**src/common/mod113_defines.svh**
```systemverilog
`ifndef MOD113_DEFINES_SVH
`define MOD113_DEFINES_SVH

// Prime modulus of the field.
`define MOD113_MODULUS 113

// Weight of bit 8 after reduction, 128 mod 113.
`define MOD113_FOLD 15

// Host register map.
`define MOD113_ADR_A 0
`define MOD113_ADR_B 1
`define MOD113_ADR_CTRL 2
`define MOD113_ADR_STATUS 3
`define MOD113_ADR_RESULT 4

// Exponent width, also the number of square-and-multiply steps.
`define MOD113_EXP_BITS 7

`endif

```
**src/common/mod113_pkg.sv**
```systemverilog
`default_nettype none

package mod113_pkg;

  // Element of GF(113).
  // Bits are numbered from 1 so the digit split reads bits 3:1, 6:4 and 7.
  typedef logic [7:1] residue_t;

  // Operation codes as written to CTRL bits 1:0.
  typedef enum logic [1:0] {
    op_mul = 2'd0,
    op_add = 2'd1,
    op_sub = 2'd2,
    op_exp = 2'd3
  } op_t;

  // Index into the host register map.
  typedef logic [2:0] reg_addr_t;

endpackage

`default_nettype wire

```
**src/mult/mod113_fold.sv**
```systemverilog
`default_nettype none
`timescale 1ns/1ns
`include "mod113_defines.svh"

module mod113_fold (
  input  logic [10:1]          sum,
  output mod113_pkg::residue_t r
);

  logic [8:1] first;
  logic [8:1] second;

  // Bits 10:8 carry weight 128, which is 15 in the field.
  assign first = sum[7:1] + sum[10:8] * 8'(`MOD113_FOLD);

  // A carry out of bit 7 can still remain, so fold it once more.
  assign second = first[8] ? {1'b0, first[7:1]} + 8'(`MOD113_FOLD) : first;

  // Value is now below 128, one subtraction is enough.
  always_comb
  begin
    if (second >= 8'(`MOD113_MODULUS))
      r = 7'(second - 8'(`MOD113_MODULUS));
    else
      r = second[7:1];
  end

endmodule

`default_nettype wire

```
**src/mult/mod113_mult.sv**
```systemverilog
`default_nettype none
`timescale 1ns/1ns

module mod113_mult (
  input  mod113_pkg::residue_t a,
  input  mod113_pkg::residue_t b,
  output mod113_pkg::residue_t p
);

  localparam int unsigned n_terms = 9;

  // Digit weights reduced mod 113.
  localparam logic [10:1] wt_8  = 10'd8;
  localparam logic [10:1] wt_64 = 10'd64;
  localparam logic [10:1] wt_60 = 10'd60;
  localparam logic [10:1] wt_28 = 10'd28;

  logic [3:1] a_lo;
  logic [3:1] a_mid;
  logic [3:1] b_lo;
  logic [3:1] b_mid;
  logic       a_hi;
  logic       b_hi;
  logic [6:1] mid_prod;

  logic [10:1]          raw  [n_terms];
  mod113_pkg::residue_t term [n_terms];
  logic [10:1]          total;

  // Digits of weight 1, 8 and 64.
  assign a_lo  = a[3:1];
  assign a_mid = a[6:4];
  assign a_hi  = a[7];
  assign b_lo  = b[3:1];
  assign b_mid = b[6:4];
  assign b_hi  = b[7];

  assign mid_prod = a_mid * b_mid;

  // Nine digit products with their weights applied.
  assign raw[0] = a_lo * b_lo;
  assign raw[1] = a_lo * b_mid * wt_8;
  assign raw[2] = a_mid * b_lo * wt_8;
  assign raw[3] = b_hi ? a_lo * wt_64 : '0;
  assign raw[4] = a_hi ? b_lo * wt_64 : '0;
  // 8 * 8 gives weight 64; the upper digit of the product picks up 512, i.e. 60.
  assign raw[5] = mid_prod[6:4] * wt_60 + mid_prod[3:1] * wt_64;
  assign raw[6] = b_hi ? a_mid * wt_60 : '0;
  assign raw[7] = a_hi ? b_mid * wt_60 : '0;
  assign raw[8] = (a_hi && b_hi) ? wt_28 : '0;

  // Reduce each term so the nine together fit in 10 bits.
  for (genvar i = 0; i < n_terms; i++)
  begin : g_term
    mod113_fold i_fold (
      .sum (raw[i]),
      .r   (term[i])
    );
  end

  always_comb
  begin
    total = '0;
    for (int i = 0; i < n_terms; i++)
      total = total + 10'(term[i]);
  end

  // Final fold and correction of the term sum.
  mod113_fold i_fold_sum (
    .sum (total),
    .r   (p)
  );

endmodule

`default_nettype wire

```
**src/hw/wb_decode.sv**
```systemverilog
`default_nettype none
`timescale 1ns/1ns
`include "mod113_defines.svh"

module wb_decode (
  input  logic                  clk,
  input  logic                  rst_n,
  input  logic                  cyc,
  input  logic                  stb,
  input  logic                  we,
  input  mod113_pkg::reg_addr_t adr,
  input  logic [7:0]            dat_w,
  output logic                  ack,
  input  logic                  busy,
  output mod113_pkg::residue_t  operand_a,
  output mod113_pkg::residue_t  operand_b,
  output mod113_pkg::op_t       op,
  output logic                  start,
  output mod113_pkg::reg_addr_t rd_adr
);

  logic req;
  logic ctrl_wr;

  // Reduce a 7-bit host value into the field.
  function automatic mod113_pkg::residue_t reduce_in(input logic [6:0] v);
    if (v >= 7'(`MOD113_MODULUS))
      return v - 7'(`MOD113_MODULUS);
    return v;
  endfunction

  // New request only while ack is low.
  assign req = cyc && stb && !ack;
  assign ctrl_wr = req && we && (adr == 3'(`MOD113_ADR_CTRL));

  always_ff @(posedge clk)
  begin
    if (!rst_n)
    begin
      ack    <= 1'b0;
      start  <= 1'b0;
      rd_adr <= '0;
    end
    else
    begin
      ack   <= req;
      // Start lines up with ack. Busy units drop the command.
      start <= ctrl_wr && !busy;
      if (req)
        rd_adr <= adr;
    end
  end

  // Register writes. Bit 7 of the data is ignored.
  always_ff @(posedge clk)
  begin
    if (req && we)
    begin
      case (adr)
        `MOD113_ADR_A:    operand_a <= reduce_in(dat_w[6:0]);
        `MOD113_ADR_B:    operand_b <= reduce_in(dat_w[6:0]);
        `MOD113_ADR_CTRL:
        begin
          if (!busy)
            op <= mod113_pkg::op_t'(dat_w[1:0]);
        end
        default:          ;
      endcase
    end
  end

endmodule

`default_nettype wire

```
**src/hw/mod_execute.sv**
```systemverilog
`default_nettype none
`timescale 1ns/1ns
`include "mod113_defines.svh"

module mod_execute (
  input  logic                 clk,
  input  logic                 rst_n,
  input  logic                 start,
  input  mod113_pkg::residue_t operand_a,
  input  mod113_pkg::residue_t operand_b,
  input  mod113_pkg::op_t      op,
  output logic                 busy,
  output logic                 finish,
  output mod113_pkg::residue_t result
);

  mod113_pkg::residue_t acc;
  mod113_pkg::residue_t base;
  mod113_pkg::residue_t exp_sh;
  mod113_pkg::residue_t acc_cur;
  mod113_pkg::residue_t base_cur;
  mod113_pkg::residue_t exp_cur;
  mod113_pkg::residue_t sq;
  mod113_pkg::residue_t m1_x;
  mod113_pkg::residue_t m1_p;
  mod113_pkg::residue_t acc_nxt;
  mod113_pkg::residue_t add_res;

  logic [7:0] addend;
  logic [7:0] raw_sum;
  logic [7:0] corr;
  logic       running;
  logic [2:0] cnt;

  // First exp step runs on the start cycle from the operands directly.
  assign acc_cur  = start ? mod113_pkg::residue_t'(1) : acc;
  assign base_cur = start ? operand_a : base;
  assign exp_cur  = start ? operand_b : exp_sh;

  mod113_mult i_mult_sq (
    .a (acc_cur),
    .b (acc_cur),
    .p (sq)
  );

  // Second multiplier also serves the plain multiply.
  assign m1_x = (start && op == mod113_pkg::op_mul) ? operand_b : sq;

  mod113_mult i_mult_base (
    .a (m1_x),
    .b (base_cur),
    .p (m1_p)
  );

  // Exponent MSB selects square or square times base.
  assign acc_nxt = exp_cur[7] ? m1_p : sq;

  // Subtract as a + (113 - b).
  assign addend  = (op == mod113_pkg::op_sub) ? 8'(`MOD113_MODULUS) - 8'(operand_b)
                                               : 8'(operand_b);
  assign raw_sum = 8'(operand_a) + addend;
  assign corr    = (raw_sum >= 8'(`MOD113_MODULUS)) ? raw_sum - 8'(`MOD113_MODULUS)
                                                     : raw_sum;
  assign add_res = corr[6:0];

  always_ff @(posedge clk)
  begin
    if (!rst_n)
    begin
      busy    <= 1'b0;
      finish  <= 1'b0;
      running <= 1'b0;
      cnt     <= '0;
      result  <= '0;
    end
    else
    begin
      finish <= 1'b0;
      if (start)
      begin
        busy <= 1'b1;
        if (op == mod113_pkg::op_exp)
        begin
          running <= 1'b1;
          cnt     <= 3'(`MOD113_EXP_BITS - 1);
        end
        else
        begin
          finish <= 1'b1;
          result <= (op == mod113_pkg::op_mul) ? m1_p : add_res;
        end
      end
      else if (running)
      begin
        cnt <= cnt - 1'b1;
        // Last exponent bit.
        if (cnt == 3'd1)
        begin
          running <= 1'b0;
          finish  <= 1'b1;
          result  <= acc_nxt;
        end
      end
      else if (finish)
        busy <= 1'b0;
    end
  end

  // Exponentiation datapath.
  always_ff @(posedge clk)
  begin
    if ((start && op == mod113_pkg::op_exp) || running)
    begin
      acc    <= acc_nxt;
      base   <= base_cur;
      exp_sh <= {exp_cur[6:1], 1'b0};
    end
  end

endmodule

`default_nettype wire

```
**src/hw/result_regs.sv**
```systemverilog
`default_nettype none
`timescale 1ns/1ns
`include "mod113_defines.svh"

module result_regs (
  input  logic                  clk,
  input  logic                  rst_n,
  input  logic                  start,
  input  logic                  finish,
  input  logic                  busy,
  input  mod113_pkg::residue_t  result,
  input  mod113_pkg::reg_addr_t rd_adr,
  input  mod113_pkg::residue_t  operand_a,
  input  mod113_pkg::residue_t  operand_b,
  output logic [7:0]            dat_r
);

  logic                 done;
  mod113_pkg::residue_t last;

  always_ff @(posedge clk)
  begin
    if (!rst_n)
    begin
      done <= 1'b0;
      last <= '0;
    end
    else
    begin
      // A new command clears done.
      if (start)
        done <= 1'b0;
      else if (finish)
        done <= 1'b1;
      if (finish)
        last <= result;
    end
  end

  // Read data for the address captured with the request.
  always_comb
  begin
    case (rd_adr)
      `MOD113_ADR_A:      dat_r = {1'b0, operand_a};
      `MOD113_ADR_B:      dat_r = {1'b0, operand_b};
      `MOD113_ADR_STATUS: dat_r = {6'b0, done, busy};
      `MOD113_ADR_RESULT: dat_r = {1'b0, last};
      default:            dat_r = 8'h00;
    endcase
  end

endmodule

`default_nettype wire

```
**src/hw/mod113_top.sv**
```systemverilog
`default_nettype none
`timescale 1ns/1ns

module mod113_top (
  input  logic       clk,
  input  logic       rst_n,
  input  logic       cyc,
  input  logic       stb,
  input  logic       we,
  input  logic [2:0] adr,
  input  logic [7:0] dat_w,
  output logic [7:0] dat_r,
  output logic       ack
);

  mod113_pkg::residue_t  operand_a;
  mod113_pkg::residue_t  operand_b;
  mod113_pkg::op_t       op;
  mod113_pkg::residue_t  result;
  mod113_pkg::reg_addr_t rd_adr;
  logic                  start;
  logic                  busy;
  logic                  finish;

  // Wishbone slave and register writes.
  wb_decode i_wb_decode (
    .clk       (clk),
    .rst_n     (rst_n),
    .cyc       (cyc),
    .stb       (stb),
    .we        (we),
    .adr       (adr),
    .dat_w     (dat_w),
    .ack       (ack),
    .busy      (busy),
    .operand_a (operand_a),
    .operand_b (operand_b),
    .op        (op),
    .start     (start),
    .rd_adr    (rd_adr)
  );

  mod_execute i_mod_execute (
    .clk       (clk),
    .rst_n     (rst_n),
    .start     (start),
    .operand_a (operand_a),
    .operand_b (operand_b),
    .op        (op),
    .busy      (busy),
    .finish    (finish),
    .result    (result)
  );

  // Status, result and read mux.
  result_regs i_result_regs (
    .clk       (clk),
    .rst_n     (rst_n),
    .start     (start),
    .finish    (finish),
    .busy      (busy),
    .result    (result),
    .rd_adr    (rd_adr),
    .operand_a (operand_a),
    .operand_b (operand_b),
    .dat_r     (dat_r)
  );

endmodule

`default_nettype wire

```
**config.mk**
```make
export PLATFORM = sky130hd
export DESIGN_NAME = mod113_top
export DESIGN_NICKNAME = d
export VERILOG_FILES = /design/src/common/mod113_pkg.sv /design/src/mult/mod113_fold.sv /design/src/mult/mod113_mult.sv /design/src/hw/wb_decode.sv /design/src/hw/mod_execute.sv /design/src/hw/result_regs.sv /design/src/hw/mod113_top.sv
export VERILOG_INCLUDE_DIRS = /design/src /design/src/common
export SDC_FILE = /design/constraint.sdc
export NUM_CORES = 1
export LEC_CHECK = 0
export ABC_AREA = 1
export BUFFER_PORTS_ARGS = -buffer_cell sky130_fd_sc_hd__clkbuf_2
export CORE_UTILIZATION = 30
export DETAILED_ROUTE_END_ITERATION = 6
export GPL_TIMING_DRIVEN = 1
export PLACE_DENSITY = 0.49
export SYNTH_ARGS = -nofsm -noshare
export SYNTH_HDL_FRONTEND = slang
export SYNTH_HIERARCHICAL = 1
export SYNTH_SLANG_ARGS = --single-unit
export TNS_END_PERCENT = 30
```
**constraint.sdc**
```tcl
create_clock -name clk -period 32.9 [get_ports clk]
set_input_delay 3.29 -clock clk [delete_from_list [all_inputs] [get_ports clk]]
set_output_delay 3.29 -clock clk [all_outputs]
set_load 0.01 [all_outputs]
```
==> metrics.txt <==
Slew Limit Fails 0; Critical Path Start Type flip-flop; main combinational cell family by area after synthesis simple AND/OR/NAND/NOR gates; area delta synth->final 7.90%; Hold Startpoint i_mod_execute/busy; total of max-cap violations 0; final core area utilization 32.8%; post-synth top area share 19.0%; Antenna diodes 0; Final Critical Period 29.29 ns; post-DP HPWL 58.7 mm; final worst path period share 89.0%; Fin Setup TNS 0 ns; Compound-Gate Fraction of Synth Area 4.18%; dominant cells by area after synthesis ha_1, nand2_1, inv_1, fa_1, nand3_1; Fillers 11400; CTS tree done; f_max 34.1 MHz; vias in the first global route 26500; share of layout cells above drive strength 1 8.06%; Worst-Skew Late Latency 0.33 ns; FP Rows 117; Die W 324 µm; nets 5647; post-synthesis mux area share 0%; leading area contributor after synthesis ha_1; drt pass-1 iters 5; count of flip-flops with a built-in enable after synthesis 36; detailed-route wire length per cell 10.6 µm; Primary FF master, synth edfxtp_1; mean post-synth cell area 6.48 µm²; Setup crit start i_wb_decode/start; Total Wirelength 66.9 mm; share of synthesized registers carrying an async set or reset 0%; unrepaired setup endpoints after global routing false; post-synthesis sequential area ratio 5.14%; initial core utilization 30.4%; DIE HEIGHT 324 µm; post-CTS setup repair buffer count 0; Post-CTS Hold Buffers 0; gr usage total 13.2%; GPL Wtd Cong 0.791; CP most frequent cell nand2_1; DR iter-0 viols 999; reg-to-reg startpoint i_wb_decode/start; initial antenna violation count 1; endpoint class of the critical path flip-flop; skew final 0.00837 ns; vias per cell 4.29; Synth Instances 4808; Req. time, crit path 33.11 ns; Post-Syn Area 0.0311 mm²; CP arrival 29.50 ns; Tightest Pin Transition 1.02 ns; Hold/Removal Path Class reg2reg; Worst-path clk slew 0.06 ns; Post-Synth XOR/XNOR Area 5.27%; port buffer count 22; Slowest-stage cell, CP nor2_2; library cells used by synthesis 48; most common cell in the netlist nand2_1; slowest cell delay on critical path 0.66 ns; final hold violations 0; Hold WS 0.488 ns; CTS Buffer Depth 2; Core Area 0.102 mm²; Synth Area in Simple Gates 39.0%; first-pass GRT wire length 120 mm; Synth top cells by count nand2_1, inv_1, ha_1; Residual DRC 0; Setup violations, final 0; Yosys reg bits 62; Setup Crit Path Kind reg2reg; yosys warns 6; H-tree Lvls 3; GRT Residual Overflow 0; antenna-violating nets left 0; vias 27200; clk sinks 62; CTS resizes 0; CTS Buf Count 9; IO Pins 25; Post-Synth Adder-Cell Area 31.8%; total die area 0.105 mm²; largest net degree at the start of global routing 27; CTS Root Cell clkbuf_16; status completed; Max FO, Critical Path 11; Slew headroom 31.5%
[state kept, by name, indices dropped and copies added, names as in the netlist]
register and flops:
i_wb_decode/ack 1, i_mod_execute/busy 1, i_wb_decode/operand_a 7, i_mod_execute/base 7
i_mod_execute/exp_sh 6, i_result_regs/last 7, i_wb_decode/op 2, i_mod_execute/running 1
i_wb_decode/start 1, i_mod_execute/cnt 3, i_mod_execute/finish 1, i_mod_execute/acc 7
i_mod_execute/result 7, i_result_regs/done 1, i_wb_decode/rd_adr 3, i_wb_decode/operand_b 7
[critical path: cells and delay by family, from the launching register on]
kind	cells	cell delay (ns)
AO/OA/AOI/OAI	5	0.82
XOR/XNOR	10	2.62
adder cells (fa/ha/maj)	42	16.22
buffers and inverters	27	1.87
flip-flops	1	0.42
AND/OR/NAND/NOR	61	7.12
[path summary, 6_finish.rpt]
kind,endpoint,slack [ns],cells after the start
min,i_mod_execute/busy,0.49,2
min reg2reg,i_mod_execute/busy,0.49,2
max reg2reg,i_mod_execute/result[4],3.61,145
max,i_mod_execute/result[4],3.61,145
[cells in the final DEF, fill, tap and decap left out, types with 87 or more instances in the layout]
cell type	instances
conb_1	159
inv_1	1074
nor2_1	188
a21oi_1	87
fa_1	199
nand3_1	409
ha_1	472
nand4_1	129
nand2_1	1452
nand2_2	106
[routing by layer]
metal | vias to the layer above | part of all wire [%] | wire length, µm | global-route usage [%]
met5 | - | 0 | 0 | 0
met4 | 0 | 0.74 | 495 | 1.33
met3 | 22 | 0.88 | 590 | 0.425
met2 | 102 | 49 | 33100 | 24.9
met1 | 12100 | 49 | 32700 | 17.1
li1 | 14900 | - | - | -
[through the flow]
stage / instance area [µm²] / setup slack (ns) / cells
finish: 33600 / 3.61 / 6333
global route: 33600 / 0.923 / 6333
CTS: 33600 / 3.23 / 6333
detailed placement: 33300 / 3.29 / 6317
global placement: 33300 / 3.38 / 6317
floorplan: 31700 / 5.33 / 4964
[cells by family (layout without fill, tap and decap cells)]
kind of cell    count (synthesis)  count (layout)
simple gates                 2529            2529
xor+xnor                      171             171
compound gates                210             210
fa+ha+maj                     671             671
flops                          62              62
other cells                     3             159
buf+inv                      1162            1163
[final cells by class]
cell class	instances	area, µm²	share of cell area (%)
multi-input cells	3740	25600	76.1
inverters	1106	4150	12.4
well taps	1368	1710	5.10
flip-flops and latches	62	1600	4.77
clock buffers	12	279	0.831
repair buffers	41	253	0.752
clock inverters	4	25.0	0.0745
Power is not shown: default switching activity piles up to over one toggle a cycle in this logic, so the estimate is an artifact.
